`config.mk`:
```
export PLATFORM = sky130hd
export DESIGN_NAME = bus_read_mux
export DESIGN_NICKNAME = d
export VERILOG_FILES = /design/src/f2_pkg.sv /design/src/bus_read_mux.sv
export SDC_FILE = /design/constraint.sdc
export NUM_CORES = 1
export LEC_CHECK = 0
export BUFFER_PORTS_ARGS = -buffer_cell sky130_fd_sc_hd__buf_2
export CELL_PAD_IN_SITES_DETAIL_PLACEMENT = 1
export CELL_PAD_IN_SITES_GLOBAL_PLACEMENT = 1
export CORE_ASPECT_RATIO = 0.9
export CORE_MARGIN = 4
export CORE_UTILIZATION = 21
export CTS_BUF_LIST = sky130_fd_sc_hd__clkbuf_16
export CTS_CLUSTER_SIZE = 12
export DETAILED_ROUTE_END_ITERATION = 16
export GPL_ROUTABILITY_DRIVEN = 0
export PLACE_DENSITY = 0.95
export SYNTH_ARGS = -nofsm -noshare
export SYNTH_HDL_FRONTEND = slang
export SYNTH_SLANG_ARGS = --single-unit
```
`constraint.sdc`:
```
create_clock -name clk -period 3.9 [get_ports clk]
set_input_delay 1.17 -clock clk [delete_from_list [all_inputs] [get_ports clk]]
set_output_delay 1.17 -clock clk [all_outputs]
set_load 0.05 [all_outputs]
```
`src/f2_pkg.sv`:
```
package f2_pkg;

    ////////////////////////////////////////////////////////////
    // Bus widths

    localparam int ADDR_W = 23; // Word address, byte bit implied
    localparam int DATA_W = 16;
    localparam int PAGE_W = 8; // Upper bits of the byte address
    localparam int IO_OFFSET_W = 3;

    ////////////////////////////////////////////////////////////
    // Interrupt levels

    localparam logic [2:0] IRQ_LEVEL_VBL = 3'd5;
    localparam logic [2:0] IRQ_LEVEL_DMA = 3'd6;

    ////////////////////////////////////////////////////////////
    // Boards and regions

    typedef enum logic [1:0] {
        GAME_FINALB   = 2'd0,
        GAME_DONDOKOD = 2'd1,
        GAME_MEGAB    = 2'd2,
        GAME_THUNDFOX = 2'd3
    } game_t;

    typedef enum logic [2:0] {
        REGION_NONE = 3'd0,
        REGION_ROM  = 3'd1,
        REGION_WORK = 3'd2,
        REGION_IO   = 3'd3,
        REGION_IACK = 3'd4
    } region_t;

    typedef struct packed {
        logic [PAGE_W-1:0] rom_page;
        logic [PAGE_W-1:0] work_page;
        logic [PAGE_W-1:0] io_page;
        logic              io_swap;
    } board_cfg_t;

    // One 64 KB page per region, indexed by game_t
    localparam board_cfg_t BOARD_TABLE [4] = '{
        '{rom_page: 8'h00, work_page: 8'h10, io_page: 8'h30, io_swap: 1'b0}, // Final Blow
        '{rom_page: 8'h00, work_page: 8'h10, io_page: 8'h30, io_swap: 1'b1}, // Don Doko Don
        '{rom_page: 8'h00, work_page: 8'h20, io_page: 8'h12, io_swap: 1'b0}, // Mega Blast
        '{rom_page: 8'h00, work_page: 8'h30, io_page: 8'h22, io_swap: 1'b1}  // Thunder Fox
    };

endpackage

```
`src/bus_read_mux.sv`:
```
`timescale 1ns/10ps

module bus_read_mux import f2_pkg::*; (
    input                     clk,
    input                     reset,

    input  region_t           region,
    input                     cpu_as_n,

    input        [DATA_W-1:0] rom_q,
    input        [DATA_W-1:0] work_q,
    input               [7:0] io_q,
    input                     rom_dtack_n,

    output logic [DATA_W-1:0] cpu_data_in,
    output logic              dtack_n,
    output logic              rom_cs_n
);

logic as_seen; // Strobe low for one edge
logic as_held; // Strobe low for two edges
logic local_dtack_n;
logic rom_sel;

assign rom_sel = (region == REGION_ROM);

////////////////////////////////////////////////////////////
// Fixed two cycle acknowledge

always_ff @(posedge clk) begin
    if (reset) begin
        as_seen <= 1'b0;
        as_held <= 1'b0;
    end else begin
        as_seen <= ~cpu_as_n;
        as_held <= as_seen & ~cpu_as_n;
    end
end

assign local_dtack_n = ~as_held;

// ROM cycles wait on the external acknowledge
assign dtack_n  = cpu_as_n | (rom_sel ? rom_dtack_n : local_dtack_n);
assign rom_cs_n = ~(rom_sel & ~cpu_as_n);

////////////////////////////////////////////////////////////
// Read data

always_comb begin
    case (region)
        REGION_ROM:  cpu_data_in = rom_q;
        REGION_WORK: cpu_data_in = work_q;
        REGION_IO:   cpu_data_in = {io_q, io_q}; // 8 bit chip on both lanes
        default:     cpu_data_in = '0; // Unmapped and autovectored IACK
    endcase
end

endmodule

```
==> flow_summary.json <==
{
  "rows": 16,
  "antenna_found_initial": 0,
  "ioPinCount": 65,
  "cts_buffer_depth": 2,
  "synth_fa_ha_area_share_pct": 0,
  "numCtsBuffers": 3,
  "hold_ws_ns": 0.4263,
  "area_growth_pct": 78.47,
  "grt_start_max_net_pins": 34,
  "htree_num_levels": 1,
  "drive_gt1_share_pct": 61.90,
  "grt_pass1_wl_um": 3505,
  "syn-instance-count": 67,
  "coreArea_mm2": 0.002282,
  "drc": 0,
  "worst-setup-path-type": "in -> out",
  "synth_simple_gate_area_share_pct": 6.459,
  "die_h_um": 55.35,
  "grt_setup_unrepaired": "false",
  "hold_class": "reg -> reg",
  "grt-ovfl-total": 0,
  "cts_resized": 0,
  "antenna_cells": 0,
  "postCtsSetupBuffers": 0,
  "stdcell_count": 153,
  "fillCellCount": 284,
  "timing.critical_path.buf_inv": 2,
  "routed_wl_um": 2212,
  "crit_top_cell": "buf_2",
  "postRouteAntennaNets": 0,
  "hpwl_um": 1767,
  "p_leak_nw": 0.4868,
  "fin_crit_ns": 3.701,
  "max_slew_margin_pct": 51.50,
  "critical-path-top-delay-family": "buffers and inverters",
  "yosysSeqAreaShare_pct": 7.656,
  "io_buffers": 64,
  "ys_ff_latch": 2,
  "tritoncts": "done",
  "synth_compound_area_share_pct": 38.28,
  "clk_pin_slew_ns": 0.03,
  "cp_slowest_stage_delay_ns": 0.56,
  "worstMarginPinSlew_ns": 0.7275,
  "synth_nets": 114,
  "r2r-start": "as_seen",
  "synth_area_um2": 523.0,
  "clkLatencyLatePin_ns": 0.22,
  "drv_slew": 0,
  "period_share_pct": 94.89,
  "place_inst": 150,
  "avgSynthCellArea_um2": 7.806,
  "cp-start-kind": "input pin",
  "layout_commonest_cell": "buf_2",
  "outcome": "finished, final reports clean",
  "synth_top_family_by_area": "compound AO/OA/AOI/OAI gates",
  "track_usage_pct": 13.25,
  "vias": 772,
  "fmax_mhz": 270.2,
  "yosysUniqueCellTypes": 15,
  "crit_required_ns": 2.73,
  "die-area_mm2": 0.003354,
  "vdd_drop_max_uv": 515.2,
  "final_cell_mix": "64 x buf_2, 17 x mux2i_1, 16 x a21oi_1, 9 x a211oi_2, 7 x a211oi_1",
  "grt_pass1_vias": 779,
  "finalHoldViolations": 0,
  "wl_per_cell_um": 14.46,
  "yosysWarnings": 0,
  "critical_path.slowest_cell": "buf_2",
  "root_buffer": "clkbuf_16",
  "path_max_fanout": 33,
  "yosys.area.top_type_share_pct": 32.54,
  "setup_violations": 0,
  "start_util_pct": 22.92,
  "drtPass1Iterations": 2,
  "powerDensity_mw_per_mm2": 324.0,
  "nNetsFinal": 175,
  "synth_top_cell_by_area": "mux2i_1",
  "ctsHoldBuffers": 0,
  "path_cells": "buf_2, mux2i_1, a211oi_1, buf_2",
  "synth.mux.area_fraction_pct": 32.54,
  "critPathArrivalTime_ns": 2.53,
  "cp-startpoint": "region[1]",
  "synthTopCellsByArea": "mux2i_1 33%, a211oi_1 23%, a21oi_1 15%",
  "synth_xor_area_share_pct": 0,
  "hp-start": "as_seen",
  "clkSinkCount": 2,
  "drt_iter0_drc": 13,
  "fin_tns_setup_ns": 0,
  "clock_skew_ns": 0.0004123,
  "max_cap_violations": 0,
  "die_w_um": 60.61,
  "end_kind": "output pin",
  "viasPerCell": 5.046
}
area by class of cell:
cell class,count,area [um2],area share (%)
multi-input combinational,55,449.2,48.12
clock buffer,3,75.07,8.043
tap,27,33.78,3.619
sequential,2,40.04,4.290
timing repair buffer,66,335.3,35.92
layer usage:
metal,part of all wire [%],GRT usage [%],up-vias,wire (um)
met4,2.6,4.644,0,58
met3,12,3.497,7,276
met5,0,0,-,0
li1,-,-,380,-
met1,37,14.88,335,817
met2,48,23.21,50,1059
state kept, by name (all words and copies together) (netlist names):
| register | flops |
|---|---|
| as_held | 1 |
| as_seen | 1 |
Yosys cell counts:
cell and count:
a21oi_1 16, mux2i_1 17, buf_6 1, nor3b_1 1
nor2b_1 1, dfxtp_1 2, nor2_1 2, and2_1 1
nand2b_1 1, buf_8 1, clkbuf_2 1, a211oi_1 16
buf_2 4, buf_12 1, clkbuf_1 2
report_power, final:
group	internal, mW	total, mW	switching, mW
clock	0.130	0.154	0.0234
sequential	0.0215	0.0216	0.000178
combinational	0.0439	0.127	0.0831
total	0.196	0.302	0.107
cell families (layout without fill, tap and decap cells):
kind of cell           count (synthesis)  count (layout)
AOI/OAI and AO/OA                     32              32
DFF                                    2               2
and+or+nand+nor                        6               6
buffers and inverters                 10              69
muxes                                 17              17
per-stage QoR:
stage | total power, mW | utilization [%] | instance area, um2 | setup WS, ns
3_5_place_dp | 0.1500 | 37.61 | 858.3 | 0.2171
5_1_grt | 0.3184 | 40.90 | 933.4 | 0.07971
3_3_place_gp | 0.1459 | 37.61 | 858.3 | 0.3226
6_report | 0.3024 | 40.90 | 933.4 | 0.1992
4_1_cts | 0.3054 | 40.90 | 933.4 | 0.1718
2_1_floorplan | 0.1138 | - | 568.0 | -0.02340
worst paths after layout:
path,depth (start not counted),endpoint,slack [ns]
setup reg to reg,1,as_held,3.39
hold reg to reg,1,as_held,0.43
setup / recovery,4,cpu_data_in[1],0.20
hold / removal,1,as_held,0.43
Note: power is estimated with default switching activity, not from simulation.
