==> src/f2_pkg.sv <==
package f2_pkg;

    ////////////////////////////////////////////////////////////
    // Bus widths

    localparam int ADDR_W = 23; // Word address, byte bit implied
    localparam int DATA_W = 16;
    localparam int PAGE_W = 8; // Upper bits of the byte address
    localparam int IO_OFFSET_W = 3;

    ////////////////////////////////////////////////////////////
    // Interrupt levels

    localparam logic [2:0] IRQ_LEVEL_VBL = 3'd5;
    localparam logic [2:0] IRQ_LEVEL_DMA = 3'd6;

    ////////////////////////////////////////////////////////////
    // Boards and regions

    typedef enum logic [1:0] {
        GAME_FINALB   = 2'd0,
        GAME_DONDOKOD = 2'd1,
        GAME_MEGAB    = 2'd2,
        GAME_THUNDFOX = 2'd3
    } game_t;

    typedef enum logic [2:0] {
        REGION_NONE = 3'd0,
        REGION_ROM  = 3'd1,
        REGION_WORK = 3'd2,
        REGION_IO   = 3'd3,
        REGION_IACK = 3'd4
    } region_t;

    typedef struct packed {
        logic [PAGE_W-1:0] rom_page;
        logic [PAGE_W-1:0] work_page;
        logic [PAGE_W-1:0] io_page;
        logic              io_swap;
    } board_cfg_t;

    // One 64 KB page per region, indexed by game_t
    localparam board_cfg_t BOARD_TABLE [4] = '{
        '{rom_page: 8'h00, work_page: 8'h10, io_page: 8'h30, io_swap: 1'b0}, // Final Blow
        '{rom_page: 8'h00, work_page: 8'h10, io_page: 8'h30, io_swap: 1'b1}, // Don Doko Don
        '{rom_page: 8'h00, work_page: 8'h20, io_page: 8'h12, io_swap: 1'b0}, // Mega Blast
        '{rom_page: 8'h00, work_page: 8'h30, io_page: 8'h22, io_swap: 1'b1}  // Thunder Fox
    };

endpackage

==> src/address_decoder.sv <==
`timescale 1ns/10ps

module address_decoder import f2_pkg::*; (
    input        [ADDR_W-1:0] cpu_addr,
    input               [2:0] cpu_fc,

    input        [PAGE_W-1:0] rom_page,
    input        [PAGE_W-1:0] work_page,
    input        [PAGE_W-1:0] io_page,

    output region_t           region
);

logic [PAGE_W-1:0] page;
logic              iack;

// Byte address bits 23..16
assign page = cpu_addr[ADDR_W-1 -: PAGE_W];

// Interrupt acknowledge space ignores the address
assign iack = &cpu_fc;

always_comb begin
    region = REGION_NONE;

    if (iack) begin
        region = REGION_IACK;
    end else if (page == rom_page) begin
        region = REGION_ROM;
    end else if (page == work_page) begin
        region = REGION_WORK;
    end else if (page == io_page) begin
        region = REGION_IO;
    end
end

endmodule

==> config.mk <==
export PLATFORM = sky130hd
export DESIGN_NAME = address_decoder
export DESIGN_NICKNAME = d
export VERILOG_FILES = /design/src/f2_pkg.sv /design/src/address_decoder.sv
export SDC_FILE = /design/constraint.sdc
export NUM_CORES = 1
export LEC_CHECK = 0
export ABC_AREA = 1
export BUFFER_PORTS_ARGS = -buffer_cell sky130_fd_sc_hd__buf_2
export CAP_MARGIN = 20
export CORE_UTILIZATION = 31
export DETAILED_ROUTE_END_ITERATION = 10
export PLACE_DENSITY = 0.78
export SETUP_SLACK_MARGIN = 0.05
export SYNTH_ARGS = -nofsm -noshare
export SYNTH_HDL_FRONTEND = slang
export SYNTH_SLANG_ARGS = --single-unit
==> constraint.sdc <==
create_clock -name vclk -period 0.8
set_input_delay 0.08 -clock vclk [all_inputs]
set_output_delay 0.08 -clock vclk [all_outputs]
set_load 0.01 [all_outputs]
==> flow_summary.toml, run 1 <==
[setup_path]
worstPathRequired_ns = 0.72
crit_path_end_kind = "output pin"
crit_family = "simple AND/OR/NAND/NOR gates"
arrival_ns = 0.92
timing.critical_path.buf_inv = 2
critPathSlowestCell = "sky130_fd_sc_hd__buf_4"
critical_path_class = "in2out"
path_common_cell = "sky130_fd_sc_hd__nand2_1"
critPathLaunchType = "primary input"
timing.critical_path.slowest_cell_delay_ns = 0.13
sequence_of_cells_on_the_critical_path = "buf_4 -> nand2_1 -> nand2_1 -> nor2_1 -> nand2_1 -> nor2_2 -> nand2_1 -> a21oi_2 -> buf_2"
path_max_fanout = 4

[floorplan]
placementRows = 13
die_width_um = 39.5
core_area_um2 = 1300
io_pins = 53
floorplan.die_area_um2 = 1560
floorplan.initialDensity = 0.336
die_height_um = 39.5

[final_layout]
layoutNonFillerInstCount = 150
nFlopsAndLatches = 0
fillerInstances = 151
num-clock-buffers = 0
area_growth_pct = 64.5
multi_input_area_um2 = 359
final-seq-area_um2 = 0
insertedDiodeCount = 0
drive_above_1_share = 0.356
nNetsFinal = 187

[sta]
totalNegativeSetupSlack_ns = -0.369
timing_worst_slew_pin_value_ns = 0.139
max_clock_freq_ghz = 1.00
final_critical_path_setup_slack_ns = -0.198
report.final.setup_viol = 2
hold_viol = 0
timing.final.crit_period_ns = 0.998
timing.final.crit_share = 1.25
worst_slew_margin_rel = 0.907
finalMaxSlewViolations = 0
rsz_0062_raised_after_global_routing = "yes"
timing.hold.ws_ns = 0.565

[global_routing]
groute.layer.met1.usage = 0.187
overflow = 0
maximum_number_of_pins_on_one_net_before_global_route_repair = 5
grt_first_pass_wirelength_um = 1720
grtUsageMet2 = 0.299
global_route.usage.total = 0.151
grt_use_met3 = 0
number_of_global_route_vias_before_repair = 489
global_route.peak_usage_layer = "met2"
antenna_found_initial = 0

[worst_hold_path]
worstHoldPathCells = 4
hold_class = "in2out"
worstHoldEndpoint = "region[2]"
min-delay-start = "cpu_fc[1]"

[logic_synthesis]
yosys.area.top_type = "sky130_fd_sc_hd__nand2_1"
fraction_of_the_yosys_area_taken_by_sequential_cells = 0
synthMostInstantiatedCell = "sky130_fd_sc_hd__nand2_1"
synth_top_cells_by_count = "sky130_fd_sc_hd__nand2_1 (49), sky130_fd_sc_hd__inv_1 (18), sky130_fd_sc_hd__nor2_1 (13)"
post_synth.cell_area_avg_um2 = 4.46
ys_types = 10
syn_area_um2 = 437
yosysWarningCount = 0
synth_top_area_frac = 0.421
syn-instance-count = 98
synth_area_leaders = "sky130_fd_sc_hd__nand2_1 (42%), sky130_fd_sc_hd__xnor2_1 (22%), sky130_fd_sc_hd__inv_1 (15%)"
postSynthNetCount = 148

[detailed_routing]
route.final.wire_length_um = 1090
via_per_inst = 4.11
wl_per_cell_um = 7.25
first_iter_violations = 2
vias_post_dr = 616
final_antenna_net_count = 0
drc_errors = 0
first_pass_iters = 2

[job]
max_cap_violations = 0

[placed_design]
io_buffers = 38
gp_routability_congestion = 0.633
place.detailed.instances = 150
dp.final_hpwl_um = 947

[pwr]
power_density_nw_per_um2 = 454
worst_ir_drop_vdd_mv = 0.194
power.static_leakage_nw = 0.466

[outcome]
violated_checks = "negative setup slack"
status = "finished, violations left"

[cts]
hold_buffers = 0
repair_timing:
action	CTS	global route
endpoints found under the hold margin	0	0
gates resized for setup	22	4
endpoints found under the setup margin	2	2
pin swaps	16	8
buffers inserted	0	0
layout make-up:
type / instances / share of cell area
Multi-Input combinational cell: 77 / 0.500
Timing Repair Buffer: 38 / 0.369
Inverter: 20 / 0.105
Tap cell: 15 / 0.0261
cells in the final DEF (no fill, tap or decap):
master,instances
sky130_fd_sc_hd__buf_6,8
sky130_fd_sc_hd__nor2_1,12
sky130_fd_sc_hd__xnor2_1,11
sky130_fd_sc_hd__nor2_2,2
sky130_fd_sc_hd__nand3_1,1
sky130_fd_sc_hd__buf_2,26
sky130_fd_sc_hd__a21oi_1,1
sky130_fd_sc_hd__a21oi_2,1
sky130_fd_sc_hd__inv_1,14
sky130_fd_sc_hd__nand2_2,1
sky130_fd_sc_hd__inv_2,6
sky130_fd_sc_hd__buf_4,2
sky130_fd_sc_hd__buf_8,2
sky130_fd_sc_hd__nand2_1,48
how the worst max path moves through the flow:
stage                      start        end  slack [ns]  cells past startpoint
finish              cpu_addr[19]  region[0]       -0.20                      9
global route        cpu_addr[21]  region[0]       -0.30                     10
CTS                 cpu_addr[18]  region[0]       -0.22                      9
detailed placement  cpu_addr[20]  region[0]       -0.26                     10
global placement    cpu_addr[21]  region[0]       -0.22                     10
floorplan           cpu_addr[19]  region[0]        0.06                      8
power breakdown:
part | switching, mW | leakage [nW] | internal (mW)
clock network | 0 | 0 | 0
logic | 0.142 | 0.466 | 0.185
registers | 0 | 0 | 0
metrics by stage:
| step | instance area [um2] | util | total power, mW | setup slack [ns] |
|---|---|---|---|---|
| after global routing | 718 | 0.552 | 0.373 | -0.301 |
| after CTS | 706 | 0.542 | 0.323 | -0.218 |
| after floorplan | 437 | - | 0.153 | 0.0574 |
| final | 718 | 0.552 | 0.326 | -0.198 |
| after detailed placement | 638 | 0.490 | 0.285 | -0.259 |
| after global placement | 638 | 0.490 | 0.278 | -0.218 |
routing by layer:
| metal | vias to the layer above | wire, um |
|---|---|---|
| met1 | 241 | 444 |
| met4 | 0 | 0 |
| met3 | 0 | 71 |
| li1 | 351 | - |
| met2 | 24 | 573 |
| met5 | - | 0 |
cells by family (layout without fill, tap and decap cells):
kind of cell	count (synthesis)	count (layout)	share of synthesized area
AO/OA/AOI/OAI	2	2	0.0315
XOR/XNOR	11	11	0.221
buffers and inverters	21	58	0.189
AND/OR/NAND/NOR	64	64	0.559
(Power assumes the default switching activity.)
==> inputs of run 2 (changes only) <==
--- a/config.mk
+++ b/config.mk
@@ -5,13 +5,14 @@
 export SDC_FILE = /design/constraint.sdc
 export NUM_CORES = 1
 export LEC_CHECK = 0
-export ABC_AREA = 1
 export BUFFER_PORTS_ARGS = -buffer_cell sky130_fd_sc_hd__buf_2
 export CAP_MARGIN = 20
-export CORE_UTILIZATION = 31
+export CORE_AREA = 2 2 39 41
 export DETAILED_ROUTE_END_ITERATION = 10
-export PLACE_DENSITY = 0.78
+export DIE_AREA = 0 0 41 43
+export PLACE_DENSITY = 0.74
 export SETUP_SLACK_MARGIN = 0.05
+export SKIP_LAST_GASP = 1
 export SYNTH_ARGS = -nofsm -noshare
 export SYNTH_HDL_FRONTEND = slang
 export SYNTH_SLANG_ARGS = --single-unit
==> flow_summary.toml, run 2 <==
[logic_synthesis]
syn_area_um2 = 339
synth_compound_gate_area_share = 0.0812
synthSimpleGateAreaFrac = 0.277
post_synth.cell_area_avg_um2 = 8.92
multiplexer_area_fraction_after_synthesis = 0
synth_top_area_frac = 0.413
syn-instance-count = 38
synth_area_leaders = "sky130_fd_sc_hd__xor2_1 (41%), sky130_fd_sc_hd__xnor2_1 (21%), sky130_fd_sc_hd__nor4_4 (13%)"
yosys.area.top_type = "sky130_fd_sc_hd__xor2_1"
synth_top_cells_by_count = "sky130_fd_sc_hd__xor2_1 (16), sky130_fd_sc_hd__xnor2_1 (8), sky130_fd_sc_hd__nand2_1 (2), sky130_fd_sc_hd__nand4_1 (2), sky130_fd_sc_hd__nor4_4 (2)"
fraction_of_the_yosys_area_taken_by_sequential_cells = 0
post_synth_xor_area_fraction = 0.620
postSynthNetCount = 88
ys_types = 13
synthAdderAreaFrac = 0
synth_top_family_by_area = "XOR/XNOR gates"
yosysWarningCount = 0
synthMostInstantiatedCell = "sky130_fd_sc_hd__xor2_1"

[setup_path]
sequence_of_cells_on_the_critical_path = "buf_8 -> xor2_4 -> nor4_4 -> nand2_1 -> a221oi_2 -> buf_2"
critPathSlowestCell = "sky130_fd_sc_hd__nor4_4"
timing.critical_path.buf_inv = 2
worstPathRequired_ns = 0.72
critical_path_class = "in2out"
crit_path_end_kind = "output pin"
timing.critical_path.slowest_cell_delay_ns = 0.29
critPathLaunchType = "primary input"
crit_family = "simple AND/OR/NAND/NOR gates"
arrival_ns = 1.17
path_max_fanout = 2

[placed_design]
io_buffers = 38
gp_routability_congestion = 0.636
dp.final_hpwl_um = 872
place_worst_setup_slack_ns = -0.540
postPlaceCellArea_um2 = 593
place.detailed.instances = 93

[detailed_routing]
first_iter_violations = 2
via_per_inst = 4.43
vias_post_dr = 421
wl_per_cell_um = 11.5
drc_errors = 0
first_pass_iters = 4
final_antenna_net_count = 0
route.final.wire_length_um = 1090

[pwr]
worst_ir_drop_vdd_mv = 0.284
power_density_nw_per_um2 = 521
pwr-share-comb = 1.000
share_clk_of_total_power = 0
power.static_leakage_nw = 0.378
switchingPower_mw = 0.181
sw_frac_of_total = 0.408
seqPwrFrac = 0
total_power_mw = 0.445
power_report.internal_total_mw = 0.264

[sta]
timing_worst_slew_pin_value_ns = 0.306
rsz_0062_raised_after_global_routing = "yes"
hold_viol = 0
report.final.setup_viol = 2
max_clock_freq_ghz = 0.799
totalNegativeSetupSlack_ns = -0.806
worst_slew_margin_rel = 0.794
finalMaxSlewViolations = 0
timing.hold.ws_ns = 0.573
timing.final.crit_share = 1.56
final_critical_path_setup_slack_ns = -0.452
timing.final.crit_period_ns = 1.25

[final_layout]
layout.core_utilization = 0.618
drive_above_1_share = 0.797
final-seq-area_um2 = 0
num-clock-buffers = 0
layout_commonest_cell = "sky130_fd_sc_hd__buf_2"
insertedDiodeCount = 0
final_cell_mix = "sky130_fd_sc_hd__buf_2 (24), sky130_fd_sc_hd__xor2_1 (10), sky130_fd_sc_hd__buf_6 (9)"
multi_input_area_um2 = 505
nNetsFinal = 131
layoutNonFillerInstCount = 95
nFlopsAndLatches = 0
fillerInstances = 124
stdcell_area_um2 = 855
area_growth_pct = 152

[floorplan]
floorplan.die_area_um2 = 1760
placementRows = 14
core_area_um2 = 1380
floorplan.initialDensity = 0.245
die_height_um = 43
die_width_um = 41
io_pins = 53

[outcome]
status = "finished, violations left"
violated_checks = "negative setup slack"

[global_routing]
maximum_number_of_pins_on_one_net_before_global_route_repair = 4
grt_first_pass_wirelength_um = 1720
global_route.usage.total = 0.138
number_of_global_route_vias_before_repair = 422
antenna_found_initial = 0
overflow = 0

[job]
max_cap_violations = 0

[worst_hold_path]
hold_class = "in2out"

[cts]
hold_buffers = 0
[run 2: cells by family after synthesis]
| logic type | Yosys count |
|---|---|
| buffers and inverters | 1 |
| AND/OR/NAND/NOR | 10 |
| XOR/XNOR | 24 |
| AO/OA/AOI/OAI | 3 |
[run 2: layout make-up]
class                           instances  area share
Timing Repair Buffer                   42       0.385
Tap cell                               16      0.0234
Multi-Input combinational cell         37       0.592
[run 2: final timing paths]
kind                    from        end  slack, ns  depth (start not counted)
setup / recovery  io_page[0]  region[1]      -0.45                          6
hold / removal     cpu_fc[1]  region[2]       0.57                          3
[run 2: power groups by stage]
stage | logic, mW | registers [mW] | clock network, mW
floorplan | 0.153 | 0 | 0
global placement | 0.290 | 0 | 0
detailed placement | 0.296 | 0 | 0
CTS | 0.397 | 0 | 0
global route | 0.477 | 0 | 0
finish | 0.445 | 0 | 0
[run 2: routing by layer]
layer | wire length [um] | up-vias | track usage
li1 | - | 212 | -
met1 | 391 | 183 | 0.175
met2 | 584 | 26 | 0.253
met3 | 117 | 0 | 0.0105
met4 | 0 | 0 | 0
met5 | 0 | - | 0
[run 2: what timing repair did]
| item | 4_1_cts | 5_1_grt |
|---|---|---|
| gates resized for setup | 31 | 16 |
| pin swaps | 19 | 13 |
| buffers inserted | 1 | 1 |
| setup endpoints to repair | 2 | 2 |
