## src/f2_pkg.sv

```systemverilog
package f2_pkg;

    ////////////////////////////////////////////////////////////
    // Bus widths

    localparam int ADDR_W = 23; // Word address, byte bit implied
    localparam int DATA_W = 16;
    localparam int PAGE_W = 8; // Upper bits of the byte address
    localparam int IO_OFFSET_W = 3;

    ////////////////////////////////////////////////////////////
    // Interrupt levels

    localparam logic [2:0] IRQ_LEVEL_VBL = 3'd5;
    localparam logic [2:0] IRQ_LEVEL_DMA = 3'd6;

    ////////////////////////////////////////////////////////////
    // Boards and regions

    typedef enum logic [1:0] {
        GAME_FINALB   = 2'd0,
        GAME_DONDOKOD = 2'd1,
        GAME_MEGAB    = 2'd2,
        GAME_THUNDFOX = 2'd3
    } game_t;

    typedef enum logic [2:0] {
        REGION_NONE = 3'd0,
        REGION_ROM  = 3'd1,
        REGION_WORK = 3'd2,
        REGION_IO   = 3'd3,
        REGION_IACK = 3'd4
    } region_t;

    typedef struct packed {
        logic [PAGE_W-1:0] rom_page;
        logic [PAGE_W-1:0] work_page;
        logic [PAGE_W-1:0] io_page;
        logic              io_swap;
    } board_cfg_t;

    // One 64 KB page per region, indexed by game_t
    localparam board_cfg_t BOARD_TABLE [4] = '{
        '{rom_page: 8'h00, work_page: 8'h10, io_page: 8'h30, io_swap: 1'b0}, // Final Blow
        '{rom_page: 8'h00, work_page: 8'h10, io_page: 8'h30, io_swap: 1'b1}, // Don Doko Don
        '{rom_page: 8'h00, work_page: 8'h20, io_page: 8'h12, io_swap: 1'b0}, // Mega Blast
        '{rom_page: 8'h00, work_page: 8'h30, io_page: 8'h22, io_swap: 1'b1}  // Thunder Fox
    };

endpackage

```

## src/irq_controller.sv

```systemverilog
`timescale 1ns/10ps

module irq_controller import f2_pkg::*; (
    input                     clk,
    input                     reset,

    input                     vblank_n,
    input                     dma_n,

    input  region_t           region,
    input                     cpu_as_n,
    input        [ADDR_W-1:0] cpu_addr,

    output logic        [2:0] ipl_n
);

logic vbl_prev;
logic dma_prev;
logic req_vbl;
logic req_dma;
logic ack_cycle;
logic clr_vbl;
logic clr_dma;

assign ack_cycle = (region == REGION_IACK) & ~cpu_as_n;
assign clr_vbl   = ack_cycle & (cpu_addr[2:0] == IRQ_LEVEL_VBL);
assign clr_dma   = ack_cycle & (cpu_addr[2:0] == IRQ_LEVEL_DMA);

always_ff @(posedge clk) begin
    if (reset) begin
        vbl_prev <= 1'b0; // No false edge out of reset
        dma_prev <= 1'b1;
        req_vbl  <= 1'b0;
        req_dma  <= 1'b0;
    end else begin
        vbl_prev <= vblank_n;
        dma_prev <= dma_n;

        if (vbl_prev & ~vblank_n) begin // Start of vblank
            req_vbl <= 1'b1;
        end
        if (~dma_prev & dma_n) begin // Object DMA done
            req_dma <= 1'b1;
        end

        // Acknowledge beats a new edge
        if (clr_vbl) begin
            req_vbl <= 1'b0;
        end
        if (clr_dma) begin
            req_dma <= 1'b0;
        end
    end
end

////////////////////////////////////////////////////////////
// Priority, DMA above VBL

always_comb begin
    if (req_dma) begin
        ipl_n = ~IRQ_LEVEL_DMA;
    end else if (req_vbl) begin
        ipl_n = ~IRQ_LEVEL_VBL;
    end else begin
        ipl_n = 3'b111;
    end
end

endmodule

```

## config.mk

```make
export PLATFORM = sky130hd
export DESIGN_NAME = irq_controller
export DESIGN_NICKNAME = d
export VERILOG_FILES = /design/src/f2_pkg.sv /design/src/irq_controller.sv
export SDC_FILE = /design/constraint.sdc
export NUM_CORES = 1
export LEC_CHECK = 0
export BUFFER_PORTS_ARGS = -buffer_cell sky130_fd_sc_hd__buf_2
export CAP_MARGIN = 20
export CORE_AREA = 2 2 39 41
export DETAILED_ROUTE_END_ITERATION = 10
export DIE_AREA = 0 0 41 43
export PLACE_DENSITY = 0.56
export REMOVE_ABC_BUFFERS = 1
export SLEW_MARGIN = 10
export SYNTH_ARGS = -nofsm -noshare
export SYNTH_HDL_FRONTEND = slang
export SYNTH_SLANG_ARGS = --single-unit
```

## constraint.sdc

```tcl
create_clock -name clk -period 1.6 [get_ports clk]
set_clock_uncertainty 0.15 [all_clocks]
set_input_delay 0.08 -clock clk [delete_from_list [all_inputs] [get_ports clk]]
set_output_delay 0.08 -clock clk [all_outputs]
set_load 0.03 [all_outputs]
```

==> metrics.txt, run 1 <==
Final Hold Vio Count 0; # DRC 0; critical path type in2reg; worst hold-check path type in2reg; Worst VDD drop ~0.15 mV; crit path capture type flop; Die Ht between 40 and 50 µm; # rows 14; P&R area growth vs syn 106%; leakage power ~0.17 nW; H-tree levels 1; number of antenna-violating nets in the routed design 0; DR WL/cell between 6 and 7 µm; post-cts sizing count 0; share of post-route cells with drive strength above 1 between 40% and 50%; I/O pins 34; Avg Vias per Cell between 3 and 4; fin worst setup slack roughly 110 ps; Setup TNS 0 ps; max-slew headroom at the worst pin around 90%; largest net degree at the start of global routing 5; initial antenna violation count 0; Initial Util a little under an eighth; gpl congestion 0.543; wire length of the first global-routing pass approximately 530 µm; Clock transition at path regs about 40 ps; remaining global-route overflow 0; Mapped Cells 19; number of cells on the worst hold path 3; Max FO, Critical Path 2; CTS tree yes; DRT Pass-1 Iters 1; post-synthesis sequential area ratio roughly half; clock latency on the worst-skew pair 230 ps; DR vias 199; Synth warnings 0; Core Region between 1000 and 1500 µm²; DRT iter0 DRCs 0; Slew Limit Fails 0; cts bufs inserted 3; post-detail-place hpwl between 300 and 400 µm; Startpoint Class input port; final setup violation count 0; n_diodes 0; number of port buffers 13; GRT Overall Usage between 5 and 6%; nets@finish 74; post-layout min period between 1000 and 1500 ps; # Post-CTS Setup Buffers 0; vias in the first global route approximately 180; Avg Inst Size Synth between 8 and 9 µm²; Final Cycle Share roughly 93%; CTS Buffer Depth 2; root buf cell clkbuf_4; Power Density approximately 870 nW/µm²; dpl ws approximately 730 ps; Yosys reg bits 4; synthesized cell area around 160 µm²; chip width 41 µm; Yosys cell types 8; worst-case reg-to-reg path depth 3; status completed; max cap viols 0; RSZ-0062 raised after global routing false; CTS Sinks 4; CP Data Required Time around 1600 ps; WL final approximately 360 µm; worst slew pin tran 188 ps; Filler cells around 150; WP data arrival 1520 ps; die footprint between 1500 and 2000 µm²; Peak Freq ~0.67 GHz
## worst paths after layout
kind,start,end,slack [ps]
setup / recovery,cpu_addr[0],req_vbl$_SDFFE_PP0P_,110
hold reg to reg,req_dma$_SDFFE_PP0P_,req_dma$_SDFFE_PP0P_,390
hold / removal,cpu_addr[2],req_dma$_SDFFE_PP0P_,110
setup reg to reg,req_vbl$_SDFFE_PP0P_,req_vbl$_SDFFE_PP0P_,220
## cell usage in the layout, fill, tap and decap left out, drive strengths merged
cell type and count:
nand2 1, or2 1, a21oi 2, and4b 1, clkbuf 3, dlygate4sd3 6
buf 13, dfxtp 4, nor2 3, inv 5, a311oi 2
## state kept, by name, summed over array words and instances, names as in the netlist
name	count
dma_prev	1
req_dma	1
req_vbl	1
vbl_prev	1
## routing by layer
metal | vias up | GRT usage (%) | wire (µm)
met1 | 76 | 4.17 | 151
met3 | 2 | 0 | 46
met5 | - | 0 | 0
met4 | 0 | 10.0 | 21
li1 | 107 | - | -
met2 | 14 | 7.19 | 141
## cell type report
class | count | area, µm² | share of cell area [%]
Inverter | 5 | 18.8 | 5.77
Timing Repair Buffer | 19 | 125 | 38.5
Sequential cell | 4 | 80.1 | 24.6
Tap cell | 16 | 20.0 | 6.15
Multi-Input combinational cell | 10 | 58.8 | 18.1
Clock buffer | 3 | 22.5 | 6.92
## power by group
part	total [mW]	internal, mW	switching (mW)
clock	0.124	0.0838	0.0397
combinational	0.0499	0.0270	0.0229
sequential	0.108	0.106	0.00235
## synth_stat cells
cell type  count  area [µm²]
a21oi_1        2        10.0
a311oi_1       2        17.5
and4b_1        1        10.0
dfxtp_1        4        80.1
inv_1          5        18.8
nand2_1        1        3.75
nor2_1         3        11.3
or2_2          1        6.26
## repair_timing
action,CTS,global route
setup endpoints to repair,0,0
hold endpoints to repair,4,0
hold buffers,6,0
## cells by family after synthesis
| family | Yosys count | synth area share, % |
|---|---|---|
| AO/OA/AOI/OAI | 4 | 17.5 |
| flip-flops | 4 | 50.8 |
| AND/OR/NAND/NOR | 6 | 19.8 |
| buffers and inverters | 5 | 11.9 |
## worst max-delay path, cell delays in order
cell,delay (ps)
dlygate4sd3_1,520
buf_2,130
a311oi_1,220
dlygate4sd3_1,560
## through the flow
step | utilization [%] | std cells | cell area (µm²) | hold slack (ps) | total power, mW
6_report | 23.5 | 57 | 325 | 110 | 0.281
5_1_grt | 23.5 | 57 | 325 | 148 | 0.298
4_1_cts | 23.5 | 57 | 325 | 105 | 0.290
3_5_place_dp | 17.5 | 48 | 243 | 130 | 0.149
3_3_place_gp | 17.5 | 48 | 243 | 133 | 0.148
2_1_floorplan | - | 19 | 158 | -3.31 | 0.130
Note: power is estimated with default switching activity, not from simulation.
==> run 2: changes to the inputs <==
PLACE_DENSITY = not set   (was 0.56)
TNS_END_PERCENT = 1   (was not set)
==> run 2 against run 1 <==
Combinational power is essentially flat. Sequential power is essentially flat. Register-to-register slack about the same. Fmax increased by 0.13%. Die area did not move. Via count down 2.5%. Global-route usage shrank 0.10 points. Cell count did not move. Critical path depth is the same. Worst setup slack improved by 1.9 ps. Non-clock buffer count unchanged. Sequential cell count is the same. Critical path type unchanged.
==> metrics.txt, run 2 (synthesis gave the netlist of run 1 again) <==
Clock transition at path regs ~40 ps; DR vias just under 200; vias in the first global route between 150 and 200; Slew Limit Fails 0; dpl ws approximately 710 ps; root buf cell clkbuf_4; DRT Pass-1 Iters 1; status completed; Initial Util between 10% and 20%; WL final ~370 µm; fin worst setup slack roughly 110 ps; number of port buffers 13; switching fraction of total power about 23%; CTS Sinks 4; Multi-input gate area approximately 60 µm²; P&R area growth vs syn 106%; chip width 41 µm; Total Power roughly 0.28 mW; critical path type in2reg; CP Data Required Time between 1500 and 2000 ps; worst hold-check path type in2reg; worst slew pin tran approximately 220 ps; Max FO, Critical Path 2; # Post-CTS Setup Buffers 0; # rows 14; Core Region 1380 µm²; n_diodes 0; share of post-route cells with drive strength above 1 between 40% and 50%; # placed instances 48; Clock power frac between 40% and 50%; I/O pins 34; crit path capture type flop; largest net degree at the start of global routing 5; CTS tree yes; initial antenna violation count 0; cts bufs inserted 3; max-slew headroom at the worst pin 85.6%; WP data arrival 1520 ps; GRT Overall Usage 5.02%; CTS Buffer Depth 2; Internal between 0.2 and 0.25 mW; number of antenna-violating nets in the routed design 0; post-layout min period around 1500 ps; post-detail-place hpwl about 300 µm; final setup violation count 0; Peak Freq 0.670 GHz; gpl congestion roughly 0.54; clock latency on the worst-skew pair roughly 230 ps; sequential power share a little under two fifths; most frequent cells in the layout buf_2 (13), dlygate4sd3_1 (6), inv_1 (5); RSZ-0062 raised after global routing false; die footprint 1760 µm²; max cap viols 0; leakage power 0.166 nW; Post-Layout Cell Count between 50 and 60; Setup TNS 0 ps; Psw ~0.065 mW; FF/Latch Area around 80 µm²; Filler cells 154; # DRC 0; commonest non-fill, non-tap cell in the layout buf_2; Final Hold Vio Count 0; DRT iter0 DRCs 0; remaining global-route overflow 0; Worst VDD drop between 0.15 and 0.2 mV; Startpoint Class input port; Avg Vias per Cell between 3 and 4; Comb pwr share 17.8%; wire length of the first global-routing pass 510 µm; H-tree levels 1; Power Density between 800 and 900 nW/µm²; Final Cycle Share a little over 90%; Die Ht between 40 and 50 µm; nets@finish 74; DR WL/cell 6.44 µm
[run 2: cell counts in the layout (fill, tap and decap cells not counted)]
Identical to the previous run, type by type.
[run 2: final timing paths]
check	from	slack, ps	depth (start not counted)	endpoint
setup / recovery	cpu_addr[0]	110	4	req_vbl$_SDFFE_PP0P_
hold / removal	cpu_addr[2]	120	3	req_dma$_SDFFE_PP0P_
setup reg to reg	req_vbl$_SDFFE_PP0P_	220	3	req_vbl$_SDFFE_PP0P_
hold reg to reg	req_dma$_SDFFE_PP0P_	420	2	req_dma$_SDFFE_PP0P_
[run 2: through the flow]
stage	instance area [µm²]	hold WS (ps)	util, %
2_1_floorplan	158	-3.31	-
5_1_grt	325	147	23.5
3_5_place_dp	243	132	17.5
3_3_place_gp	243	132	17.5
4_1_cts	325	111	23.5
6_report	325	118	23.5
[run 2: layout make-up]
class | instances | area share [%]
tap | 16 | 6.15
multi-input combinational | 10 | 18.1
sequential | 4 | 24.6
inverter | 5 | 5.77
timing repair buffer | 19 | 38.5
clock buffer | 3 | 6.92
[run 2: repair_timing]
item                                   CTS  global route
gates resized for setup                  0             0
endpoints found under the hold margin    4             0
hold buffers                             6             0
[run 2: power by group through the flow]
stage	logic (mW)	registers, mW	clock network [mW]
detailed placement	0.0396	0.110	0
finish	0.0501	0.108	0.123
global route	0.0552	0.108	0.133
CTS	0.0509	0.108	0.131
global placement	0.0388	0.110	0
floorplan	0.0206	0.109	0
[run 2: routing by layer]
layer,share of wire (%),track usage (%),routed length (µm),vias to the layer above
met1,45,5.45,165,72
li1,-,-,-,106
met2,37,5.63,136,14
met3,12,0,44,2
met5,0,0,0,-
met4,5.7,10.0,21,0
[run 2: worst max-delay path: stages]
cell           delay [ps]
dlygate4sd3_1         520
buf_2                 120
a311oi_1              220
dlygate4sd3_1         560
==> run 3: changes to the inputs <==
BUFFER_PORTS_ARGS = not set   (was -buffer_cell sky130_fd_sc_hd__buf_2)
DONT_BUFFER_PORTS = 1   (was not set)
RECOVER_POWER = 50   (was not set)
SLEW_MARGIN = 0   (was 10)
==> run 3 against run 2 <==
Worst setup slack better by 47 ps. Sequential power hardly changed. Count of clock-buffer cells in the layout stayed put. Non-clock buffer count is 12 lower. Sequential cell count stayed put. Wire length is 1.6% lower. Critical endpoint unchanged.
==> metrics.txt, run 3 (synthesis gave the netlist of run 1 again) <==
DR top layer met4; root buf cell clkbuf_4; max incr delay on CP a little under 600 ps; H-tree levels 1; Final Hold Vio Count 0; Slowest-stage cell, CP dlygate4sd3_1; chip width a little over 40 µm; placed inst area ~180 µm²; # DRC 0; FF/Latch Area around 80 µm²; # placed instances 35; delay-heaviest family, CP buffers and inverters; Setup TNS 0 ps; Clock transition at path regs about 40 ps; Peak Freq between 0.6 and 0.7 GHz; post-layout min period between 1000 and 1500 ps; worst slew pin tran about 540 ps; critical path type in2reg; max cap viols 0; WL final between 300 and 400 µm; P&R area growth vs syn 71.4%; RSZ-0062 raised after global routing false; CTS tree yes; Startpoint Class input port; largest net degree at the start of global routing 5; nets@finish 62; Core Region 1380 µm²; crit path capture type flop; CTS Buffer Depth 2; gpl congestion 0.562; worst hold-check path type in2reg; Max FO, Critical Path 2; wire length of the first global-routing pass 496 µm; cts bufs inserted 3; Avg Vias per Cell 3.69; Initial Util a little under an eighth; CP Cell Sequence dlygate4sd3_1, a311oi_1, dlygate4sd3_1; DRT Pass-1 Iters 1; final setup violation count 0; met3 routed WL 42 µm; Multi-input gate area slightly below 60 µm²; Slew Limit Fails 0; WP data arrival approximately 1500 ps; Met2 Wirelength 134 µm; Post-Layout Cell Count 45; Final Instance Area roughly 270 µm²; # rows 14; number of port buffers 0; CP most frequent cell dlygate4sd3_1; DR WL/cell ~8.0 µm; remaining global-route overflow 0; number of antenna-violating nets in the routed design 0; Total Power about 0.27 mW; # Post-CTS Setup Buffers 0; vias in the first global route ~160; CP Data Required Time approximately 1600 ps; Filler cells 165; CTS Sinks 4; I/O pins 34; max-slew headroom at the worst pin a little under two thirds; commonest non-fill, non-tap cell in the layout dlygate4sd3_1; Worst VDD drop ~0.18 mV; Die Ht between 40 and 50 µm; share of post-route cells with drive strength above 1 13.8%; met1 WL about 160 µm; Bufs and invs on worst path 2; DRT iter0 DRCs 0; GRT Overall Usage ~4.6%; DR vias around 170; most frequent cells in the layout dlygate4sd3_1 (7), inv_1 (5), dfxtp_1 (4); Final Cycle Share roughly nine tenths; status completed; clock latency on the worst-skew pair ~230 ps; post-cts sizing count 0; initial antenna violation count 0; Power Density just under 1000 nW/µm²; n_diodes 0; leakage power between 0.1 and 0.15 nW; die footprint between 1500 and 2000 µm²
[run 3: worst paths after layout]
| path | cells past startpoint | endpoint | startpoint | slack, ps |
|---|---|---|---|---|
| setup / recovery | 3 | req_vbl$_SDFFE_PP0P_ | cpu_addr[0] | 160 |
| hold / removal | 2 | dma_prev$_SDFF_PP1_ | dma_n | 360 |
| setup reg to reg | 3 | req_vbl$_SDFFE_PP0P_ | req_vbl$_SDFFE_PP0P_ | 190 |
| hold reg to reg | 3 | req_vbl$_SDFFE_PP0P_ | vbl_prev$_SDFF_PP0_ | 930 |
[run 3: layout make-up]
type,instances,area share [%]
flip-flops and latches,4,29.6
repair buffers,7,25.9
multi-input cells,10,21.8
clock buffers,3,8.33
well taps,16,7.41
inverters,5,6.94
[run 3: power breakdown]
part	total (mW)	internal, mW	switching [mW]
clock network	0.123	0.0838	0.0392
registers	0.108	0.106	0.00242
logic	0.0366	0.0172	0.0194
[run 3: stage by stage]
step | hold slack [ps] | util [%] | setup WS [ps]
global route | 347 | 19.5 | 71.4
floorplan | -3.31 | - | 600
finish | 357 | 19.5 | 156
global placement | -1.33 | 12.8 | 576
detailed placement | -0.822 | 12.8 | 575
CTS | 346 | 19.5 | 170
[run 3: routing by layer]
layer	track usage [%]	vias up
li1	-	83
met1	4.81	67
met2	5.94	14
met3	0	2
met4	8.00	0
met5	0	-
[run 3: worst reg2reg max path, cell delays in order (launching register included)]
cell and delay, ps:
dfxtp_1 340, a21oi_1 50, a311oi_1 240, dlygate4sd3_1 580
[run 3: timing repair]
action	CTS	global route
endpoints found under the hold margin	4	0
hold buffers	7	0
endpoints found under the setup margin	0	0
