**src/f2_pkg.sv**
```systemverilog
package f2_pkg;

    ////////////////////////////////////////////////////////////
    // Bus widths

    localparam int ADDR_W = 23; // Word address, byte bit implied
    localparam int DATA_W = 16;
    localparam int PAGE_W = 8; // Upper bits of the byte address
    localparam int IO_OFFSET_W = 3;

    ////////////////////////////////////////////////////////////
    // Interrupt levels

    localparam logic [2:0] IRQ_LEVEL_VBL = 3'd5;
    localparam logic [2:0] IRQ_LEVEL_DMA = 3'd6;

    ////////////////////////////////////////////////////////////
    // Boards and regions

    typedef enum logic [1:0] {
        GAME_FINALB   = 2'd0,
        GAME_DONDOKOD = 2'd1,
        GAME_MEGAB    = 2'd2,
        GAME_THUNDFOX = 2'd3
    } game_t;

    typedef enum logic [2:0] {
        REGION_NONE = 3'd0,
        REGION_ROM  = 3'd1,
        REGION_WORK = 3'd2,
        REGION_IO   = 3'd3,
        REGION_IACK = 3'd4
    } region_t;

    typedef struct packed {
        logic [PAGE_W-1:0] rom_page;
        logic [PAGE_W-1:0] work_page;
        logic [PAGE_W-1:0] io_page;
        logic              io_swap;
    } board_cfg_t;

    // One 64 KB page per region, indexed by game_t
    localparam board_cfg_t BOARD_TABLE [4] = '{
        '{rom_page: 8'h00, work_page: 8'h10, io_page: 8'h30, io_swap: 1'b0}, // Final Blow
        '{rom_page: 8'h00, work_page: 8'h10, io_page: 8'h30, io_swap: 1'b1}, // Don Doko Don
        '{rom_page: 8'h00, work_page: 8'h20, io_page: 8'h12, io_swap: 1'b0}, // Mega Blast
        '{rom_page: 8'h00, work_page: 8'h30, io_page: 8'h22, io_swap: 1'b1}  // Thunder Fox
    };

endpackage

```
**src/input_ports.sv**
```systemverilog
`timescale 1ns/10ps

module input_ports import f2_pkg::*; (
    input                        clk,

    input      [IO_OFFSET_W-1:0] offset,
    input                        io_swap,

    input                  [9:0] joystick_p1,
    input                  [9:0] joystick_p2,
    input                  [1:0] start,
    input                  [1:0] coin,
    input                  [7:0] dswa,
    input                  [7:0] dswb,

    output logic           [7:0] q
);

logic [IO_OFFSET_W-1:0] sel;
logic             [7:0] p1_byte;
logic             [7:0] p2_byte;
logic             [7:0] sys_byte;
logic             [7:0] port_byte;

// Some boards wire the low address line inverted
assign sel = io_swap ? {offset[IO_OFFSET_W-1:1], ~offset[0]} : offset;

// Start, buttons, then directions in reverse order
assign p1_byte = {start[0], joystick_p1[6:4],
                  joystick_p1[0], joystick_p1[1], joystick_p1[2], joystick_p1[3]};
assign p2_byte = {start[1], joystick_p2[6:4],
                  joystick_p2[0], joystick_p2[1], joystick_p2[2], joystick_p2[3]};

assign sys_byte = {2'b00, start[1:0], coin[1:0], 2'b00};

always_comb begin
    case (sel)
        3'd0:    port_byte = dswa;
        3'd1:    port_byte = dswb;
        3'd2:    port_byte = p1_byte;
        3'd3:    port_byte = p2_byte;
        3'd4:    port_byte = sys_byte;
        default: port_byte = 8'h00; // Unused, reads 0xFF
    endcase
end

// Board inputs are active low
always_ff @(posedge clk) begin
    q <= ~port_byte;
end

endmodule

```
**config.mk**
```make
export PLATFORM = sky130hd
export DESIGN_NAME = input_ports
export DESIGN_NICKNAME = d
export VERILOG_FILES = /design/src/f2_pkg.sv /design/src/input_ports.sv
export SDC_FILE = /design/constraint.sdc
export NUM_CORES = 1
export LEC_CHECK = 0
export ABC_AREA = 1
export BUFFER_PORTS_ARGS = -buffer_cell sky130_fd_sc_hd__buf_2
export CAP_MARGIN = 25
export CORE_MARGIN = 5
export CORE_UTILIZATION = 39
export DETAILED_ROUTE_END_ITERATION = 10
export PLACE_DENSITY = 0.88
export SYNTH_ARGS = -nofsm -noshare
export SYNTH_HDL_FRONTEND = slang
export SYNTH_SLANG_ARGS = --single-unit
```
**constraint.sdc**
```tcl
create_clock -name clk -period 2.75 [get_ports clk]
set_clock_uncertainty 0.05 [all_clocks]
set_input_delay 0.55 -clock clk [delete_from_list [all_inputs] [get_ports clk]]
set_output_delay 0.55 -clock clk [all_outputs]
set_load 0.1 [all_outputs]
```
==> results of run 1 <==
[final timing paths]
kind	start	endpoint	slack, ns
worst max-delay path	q[2]	q[2]	1.17
worst min-delay path	dswa[6]	q[6]	0.52
[metal layers]
| layer | global-route usage [%] | share of wire (%) |
|---|---|---|
| met5 | 0 | 0 |
| met1 | 14.50 | 38 |
| met4 | 8.072 | 2.8 |
| met3 | 6.748 | 12 |
| met2 | 24.78 | 48 |
[stage by stage]
stage	cells	instance area [µm²]
6_report	144	812.0
5_1_grt	144	812.0
4_1_cts	144	812.0
3_5_place_dp	141	789.5
3_3_place_gp	141	789.5
2_1_floorplan	84	585.6
[power breakdown]
group / leakage [nW] / internal [mW] / switching (mW)
clock network: 0.0138 / 0.0499 / 0.0394
registers: 0.0667 / 0.128 / 0.00283
logic: 0.354 / 0.0406 / 0.135
[cells in the final DEF (no fill, tap or decap), drive strengths merged]
cell type and instances:
buf 46, clkbuf 3, dfxtp 8, inv 3, nand2 18, nand3 36, nand4 4, nor2 10
[final cells by class]
type | instances | area (µm²)
Fill cell | 157 | 659.4
Tap cell | 16 | 20.02
Clock buffer | 3 | 22.52
Inverter | 3 | 11.26
Multi-Input combinational cell | 68 | 367.9
Sequential cell | 8 | 160.2
Timing Repair Buffer | 46 | 230.2
[worst min-delay path, cell delays in order]
cell     delay [ns]
buf_2          0.07
nand3_1        0.06
nand2_1        0.06
nor2_1         0.03
[cells by family (layout without fill, tap and decap cells)]
kind of cell	Yosys count	after routing
and+or+nand+nor	68	68
buffers and inverters	8	52
DFF	8	8
==> summary.md, run 1 <==
| Metric | Value |
|---|---|
| Slowest CP cell | buf_2 |
| CP top delay family | buffers and inverters |
| Clk buf depth | 2 |
| Fmax | 0.6315 GHz |
| RSZ-0062 raised after global routing | false |
| Final setup vio count | 0 |
| Mux contribution to synthesized area | 0% |
| Antenna violations before repair | 0 |
| Synth Warn # | 0 |
| Port bufs | 46 |
| WL/cell | 11.82 µm |
| Worst-Margin Slew | 0.6792 ns |
| Count leader, synth | nand3_1 |
| Sequential area share after synthesis | 27.35% |
| Synth Area in XOR/XNOR | 0% |
| Final Cycle Share | 57.58% |
| Max FFs per register | 8 |
| Cells along the critical path | buf_2 |
| Full die area | 2377 µm² |
| Final Util | 55.19% |
| Async SR Flop Fraction | 0% |
| Worst hold path class | in2reg |
| Worst-path clk slew | 0.06 ns |
| Design Power | 0.3957 mW |
| Final hold viol count | 0 |
| Regs by FF count | q: 8 flops |
| Static leakage | 0.4342 nW |
| Flops & latches, synth | 8 |
| Vias per cell | about 5.2 |
| Final Max Tran Viols | 0 |
| Syn avg cell area | 6.971 µm² |
| Post-synth top cells | nand3_1 (28), nand2_1 (17), dfxtp_1 (8), nand3_2 (8), nor2_1 (8) |
| CTS tree | built |
| Drt initial violations | 17 |
| Arrival @ worst endpoint | 0.98 ns |
| Area growth syn-to-layout | 38.68% |
| First-pass GRT wire length | 2.801 mm |
| Power Density | 487.3 nW/µm² |
| Antenna Nets Post-Route | 0 |
| Number of flops mapped to enable cells by yosys | 0 |
| Post-Synth Adder-Cell Area | 0% |
| CP Class | reg2out |
| Clock Sinks | 8 |
| Cell Area, Synth | 585.6 µm² |
| Largest net degree at the start of global routing | 21 |
| Post-Synth Simple-Gate Area | 62.82% |
| Placer Congestion | approximately 0.7 |
| DR pass1 iterations | 4 |
| Compound-gate portion of the synthesized area | 0% |
| Largest family of logic cells by synthesized area | simple AND/OR/NAND/NOR gates |
| Hold path depth | 4 |
| Data required, critical path | ~2.2 ns |
| Row count | 14 |
| Hold_buf cts | 0 |
| Peak VDD IR | about 0.24 mV |
| Remaining Overflow, GRT | 0 |
| CTS Buf Count | 3 |
| Core Region | 1471 µm² |
| Net Count, Synth | 129 |
| Diode count | 0 |
| GRT Util Overall | 14.60% |
| Crit. End Element | output port |
| Unique masters post-synth | 12 |
| Root Driver | clkbuf_4 |
| Die X | 48.75 µm |
| Top_reg_cell synth | dfxtp_1 |
| Top cells by area, synth | dfxtp_1 (27%), nand3_1 (24%), nand3_2 (14%) |
| DR vias | 749 |
| Layout cell share with drive strength beyond 1 | 46.88% |
| Residual DRC | 0 |
| Hold WS | 0.5210 ns |
| Routed WL | approximately 1.7 mm |
| Nets | roughly 180 |
| Die height | 48.75 µm |
| Max cap viols | 0 |
| Postcts setup bufs | 0 |
| Critical path depth | 1 |
| Setup crit start kind | flip-flop |
| CP bufs+invs | 1 |
| Worst stage delay on the critical path | ~0.42 ns |
| Cell accounting for the most synthesized area | dfxtp_1 |
| Largest register by flop count | q |
| Cells after Synth | 84 |
| Fin Setup TNS | 0 ns |
| DP HPWL | between 1 and 1.5 mm |
| CTS HTree Levels | 1 |
| Pre-CTS setup slack | 0.9765 ns |
| Max_slew headroom | between 50% and 60% |
| Number of global-route vias before repair | 664 |
| Post-CTS sizing | 0 |
| Status | finished, final reports clean |
| Post-route setup slack | 1.167 ns |
| Proportion of netlist area held by the largest area contributor | between 20% and 30% |
| Initial Util | 39.80% |
| Worst-path fanout max | 1 |
| Fin crit period | ~1.6 ns |
| Num ports | 53 |
Note: power is estimated with default switching activity, not from simulation.
==> inputs of run 2 (changes only) <==
--- a/config.mk
+++ b/config.mk
@@ -9,9 +9,9 @@
 export BUFFER_PORTS_ARGS = -buffer_cell sky130_fd_sc_hd__buf_2
 export CAP_MARGIN = 25
 export CORE_MARGIN = 5
-export CORE_UTILIZATION = 39
+export CORE_UTILIZATION = 32
 export DETAILED_ROUTE_END_ITERATION = 10
-export PLACE_DENSITY = 0.88
+export PLACE_DENSITY = 0.78
 export SYNTH_ARGS = -nofsm -noshare
 export SYNTH_HDL_FRONTEND = slang
 export SYNTH_SLANG_ARGS = --single-unit
==> constraint.sdc (replaced) <==
create_clock -name clk -period 1.4 [get_ports clk]
set_clock_uncertainty 0.05 [all_clocks]
set_input_delay 0.28 -clock clk [delete_from_list [all_inputs] [get_ports clk]]
set_output_delay 0.28 -clock clk [all_outputs]
set_load 0.1 [all_outputs]
==> summary.md, run 2 (synthesis results as in run 1) <==
| Metric | Value |
|---|---|
| Slowest CP cell | buf_2 |
| Part of the power in combinational logic | 45.0% (+0.6 points) |
| Antenna violations before repair | 0 (unchanged) |
| Post-route setup slack | 0.08140 ns (-1.085 ns) |
| Multi-input logic area | 367.9 µm² (unchanged) |
| Routed WL | 1.684 mm (-1.1%) |
| DP HPWL | 1.359 mm (+0.89%) |
| GRT Util Overall | 12.28% (-2.3 points) |
| Drt initial violations | 4 (-13) |
| CTS HTree Levels | 1 (unchanged) |
| Max_slew headroom | 67.05% (+12 points) |
| Most frequent cells in the layout | buf_2 (46), nand3_1 (28), nand2_1 (17) |
| Root Driver | clkbuf_4 |
| Status | finished, final reports clean |
| WL/cell | 10.86 µm (-8.1%) |
| Static leakage | 0.4522 nW (+4.1%) |
| Die X | 52.78 µm (+8.3%) |
| Placer Congestion | 0.7029 (-2.0%) |
| Nets | 177 (+1.1%) |
| Post-CTS sizing | 0 (unchanged) |
| Switching power total | 0.3546 mW (+100%) |
| Diode count | 0 (unchanged) |
| Final setup vio count | 0 (unchanged) |
| Hold_buf cts | 0 (unchanged) |
| Sw frac | 44.44% (-0.36 points) |
| Fin crit period | roughly 1.3 ns |
| Initial Util | 33.91% (-5.9 points) |
| Area growth syn-to-layout | 47.44% |
| Crit. End Element | output port |
| Cells along the critical path | buf_2 |
| Largest net degree at the start of global routing | 21 (unchanged) |
| Largest register by flop count | q |
| Number of global-route vias before repair | 618 (-6.9%) |
| RSZ-0062 raised after global routing | false |
| CP bufs+invs | 1 (unchanged) |
| Worst stage delay on the critical path | 0.42 ns (about the same) |
| Final Max Tran Viols | 0 (unchanged) |
| Clk pwr share | 23.0% (+0.4 points) |
| Final Cycle Share | 94.19% |
| Fin Setup TNS | 0 ns (unchanged) |
| Layout cell share with drive strength beyond 1 | 47.69% (+0.82 points) |
| Worst-path fanout max | 1 (unchanged) |
| Pint | 0.4433 mW (+100%) |
| Num ports | 53 (unchanged) |
| Hold path depth | 4 (unchanged) |
| Row count | 15 (+1) |
| Fmax | between 0.7 and 0.8 GHz |
| Sequential standard cell area | 160.2 µm² (unchanged) |
| Antenna Nets Post-Route | 0 (unchanged) |
| Port bufs | 46 (unchanged) |
| Clock Sinks | 8 (unchanged) |
| Remaining Overflow, GRT | 0 (unchanged) |
| DR vias | 730 (-2.5%) |
| Full die area | 2785 µm² (+17%) |
| DR pass1 iterations | 4 (unchanged) |
| Postcts setup bufs | 0 (unchanged) |
| First-pass GRT wire length | 2.490 mm (-11%) |
| CTS Buf Count | 3 (unchanged) |
| CP Class | reg2out |
| Setup crit start kind | flip-flop |
| CP top delay family | buffers and inverters |
| CTS tree | built |
| Peak VDD IR | 0.3668 mV (+55%) |
| Max FFs per register | 8 (unchanged) |
| Data required, critical path | 1.07 ns (-1.08 ns) |
| Fill cells | 186 (+18%) |
| Worst hold path class | in2reg |
| Final hold viol count | 0 (unchanged) |
| Max cap viols | 0 (unchanged) |
| Pre-CTS setup slack | 0.1397 ns (-0.8369 ns) |
| Residual DRC | 0 (unchanged) |
| Critical path depth | 1 (unchanged) |
| Most common cell after layout, fill and taps aside | buf_2 |
| Worst-path clk slew | 0.06 ns (about the same) |
| Power Density | 924.1 nW/µm² (+90%) |
| Die height | 52.78 µm (+8.3%) |
| Final Util | 50.00% (-5.2 points) |
| Vias per cell | 4.710 (-9.5%) |
| Regs by FF count | q: 8 flops |
| Core Region | 1727 µm² (+17%) |
| Worst-Margin Slew | 0.4977 ns (-0.1815 ns) |
| Clk buf depth | 2 (unchanged) |
| Sequential power share | 32.0% (-1.0 points) |
| Arrival @ worst endpoint | 0.99 ns (about the same) |
-- run 2: routing by layer --
layer,routed length [µm],GRT usage [%],vias to the layer above
met5,0,0,-
met4,41,8.936,0
met3,176,1.709,4
met2,830,20.66,35
met1,635,13.90,308
li1,-,-,383
-- run 2: final timing paths --
kind	startpoint	end	slack, ns
worst max-delay path	q[3]	q[3]	0.08
worst min-delay path	dswa[7]	q[7]	0.24
-- run 2: cell type report --
class	instances	area share [%]
multi-input cells	68	42.61
inverters	3	1.304
clock buffers	3	2.609
repair buffers	48	31.30
well taps	25	3.623
flip-flops and latches	8	18.55
-- run 2: metrics by stage --
| step | hold WS [ns] | instances | power [mW] | instance area (µm²) |
|---|---|---|---|---|
| finish | 0.2387 | 155 | 0.7978 | 863.3 |
| global route | 0.2464 | 155 | 0.8432 | 863.3 |
| CTS | 0.2298 | 155 | 0.8105 | 863.3 |
| detailed placement | 0.5056 | 152 | 0.6234 | 840.8 |
| global placement | 0.5000 | 152 | 0.6194 | 840.8 |
| floorplan | 0.4071 | 84 | 0.5238 | 585.6 |
-- run 2: power groups by stage --
| stage | clock, mW | combinational (mW) | sequential, mW |
|---|---|---|---|
| floorplan | 0 | 0.0919 | 0.432 |
| global placement | 0 | 0.360 | 0.260 |
| detailed placement | 0 | 0.362 | 0.261 |
| CTS | 0.192 | 0.362 | 0.256 |
| global route | 0.204 | 0.382 | 0.258 |
| finish | 0.183 | 0.359 | 0.256 |
==> inputs of run 3 (changes only) <==
--- a/config.mk
+++ b/config.mk
@@ -10,7 +10,9 @@
 export CAP_MARGIN = 25
 export CORE_MARGIN = 5
 export CORE_UTILIZATION = 32
+export CTS_CLUSTER_SIZE = 20
 export DETAILED_ROUTE_END_ITERATION = 10
+export MAX_ROUTING_LAYER = met4
 export PLACE_DENSITY = 0.78
 export SYNTH_ARGS = -nofsm -noshare
 export SYNTH_HDL_FRONTEND = slang
==> summary.md, run 3 (synthesis results as in run 1) <==
| Metric | Value |
|---|---|
| Regs by FF count | q: 8 flops |
| Number of global-route vias before repair | 618 (unchanged) |
| Nets | 177 (unchanged) |
| Die height | 52.78 µm (unchanged) |
| Worst-path fanout max | 1 (unchanged) |
| DP HPWL | 1.359 mm (unchanged) |
| Row count | 15 (unchanged) |
| Final Cycle Share | 94.19% (unchanged) |
| CTS tree | built |
| Crit. End Element | output port |
| Core Region | 1727 µm² (unchanged) |
| Status | finished, final reports clean |
| Remaining Overflow, GRT | 0 (unchanged) |
| Final setup vio count | 0 (unchanged) |
| Postcts setup bufs | 0 (unchanged) |
| CTS HTree Levels | 1 (unchanged) |
| Pint | 0.4433 mW (unchanged) |
| Arrival @ worst endpoint | 0.99 ns (about the same) |
| Worst-Margin Slew | 0.4977 ns (unchanged) |
| Diode count | 0 (unchanged) |
| GRT Util Overall | 12.59% (+0.31 points) |
| Post-Place Cell Area | 840.8 µm² (unchanged) |
| Initial Util | 33.91% (unchanged) |
| Sequential power share | 32.0% (about the same) |
| Post-CTS sizing | 0 (unchanged) |
| Max_slew headroom | 67.05% (unchanged) |
| RSZ-0062 raised after global routing | false |
| Most common cell after layout, fill and taps aside | buf_2 |
| Sw frac | 44.44% (unchanged) |
| Clock Sinks | 8 (unchanged) |
| Full die area | 2785 µm² (unchanged) |
| Worst stage delay on the critical path | 0.42 ns (about the same) |
| DR pass1 iterations | 4 (unchanged) |
| Root Driver | clkbuf_4 |
| Antenna Nets Post-Route | 0 (unchanged) |
| CP top delay family | buffers and inverters |
| Worst hold path class | in2reg |
| Max cap viols | 0 (unchanged) |
| Cells along the critical path | buf_2 |
| CTS Buf Count | 3 (unchanged) |
| Worst-path clk slew | 0.06 ns (about the same) |
| Routed WL | 1.684 mm (unchanged) |
| Part of the power in combinational logic | 45.0% (about the same) |
| Clk buf depth | 2 (unchanged) |
| Vias per cell | 4.710 (unchanged) |
| Largest net degree at the start of global routing | 21 (unchanged) |
| Final Max Tran Viols | 0 (unchanged) |
| Antenna violations before repair | 0 (unchanged) |
| CP Class | reg2out |
| Num ports | 53 (unchanged) |
| Placer Congestion | 0.7107 (+1.1%) |
| Largest register by flop count | q |
| CP bufs+invs | 1 (unchanged) |
| Final hold viol count | 0 (unchanged) |
| Static leakage | 0.4522 nW (unchanged) |
| First-pass GRT wire length | 2.490 mm (unchanged) |
| Peak VDD IR | 0.3668 mV (unchanged) |
| WL/cell | 10.86 µm (unchanged) |
| Max FFs per register | 8 (unchanged) |
| Layout cell share with drive strength beyond 1 | 47.69% (unchanged) |
| Most frequent cells in the layout | buf_2 (46), nand3_1 (28), nand2_1 (17) |
| Residual DRC | 0 (unchanged) |
| Fin crit period | 1.319 ns (unchanged) |
| Port bufs | 46 (unchanged) |
| Clk pwr share | 23.0% (about the same) |
| Data required, critical path | 1.07 ns (about the same) |
| Switching power total | 0.3546 mW (unchanged) |
| Power Density | 924.1 nW/µm² (unchanged) |
| Fmax | 0.7584 GHz (unchanged) |
| Hold_buf cts | 0 (unchanged) |
| Final Cell Area | 863.3 µm² (unchanged) |
| Slowest CP cell | buf_2 |
| Fin Setup TNS | 0 ns (unchanged) |
| DR vias | 730 (unchanged) |
| Setup crit start kind | flip-flop |
| Area growth syn-to-layout | 47.44% (unchanged) |
| Drt initial violations | 4 (unchanged) |
| Die X | 52.78 µm (unchanged) |
run 3: cell type report:
class	instances	area [µm²]
fill	186	863.3
multi-input combinational	68	367.9
clock buffer	3	22.52
sequential	8	160.2
tap	25	31.28
inverter	3	11.26
timing repair buffer	48	270.3
run 3: metrics by stage:
stage	power (mW)	setup slack, ns	instances	util, %	hold WS, ns
after floorplan	0.5238	0.1610	84	-	0.4071
after global placement	0.6194	0.1595	152	48.70	0.5000
after detailed placement	0.6234	0.1397	152	48.70	0.5056
after CTS	0.8105	0.06676	155	50.00	0.2298
after global routing	0.8432	0.04150	155	50.00	0.2464
final	0.7978	0.08140	155	50.00	0.2387
run 3: final timing paths:
check,to,slack (ns),startpoint,depth (start not counted)
setup / recovery,q[3],0.08,q[3],1
hold / removal,q[7],0.24,dswa[7],4
run 3: per-layer routing:
layer | vias up | wire, µm | GRT usage [%]
li1 | 383 | - | -
met1 | 308 | 643 | 14.07
met2 | 35 | 830 | 20.66
met3 | 4 | 167 | 1.425
met4 | 0 | 41 | 8.936
met5 | - | 0 | -
run 3: power by group through the flow:
stage | Sequential, mW | Clock (mW) | Combinational (mW)
2_1_floorplan | 0.432 | 0 | 0.0919
3_3_place_gp | 0.260 | 0 | 0.360
3_5_place_dp | 0.261 | 0 | 0.362
4_1_cts | 0.256 | 0.192 | 0.362
5_1_grt | 0.258 | 0.204 | 0.382
6_report | 0.256 | 0.183 | 0.359
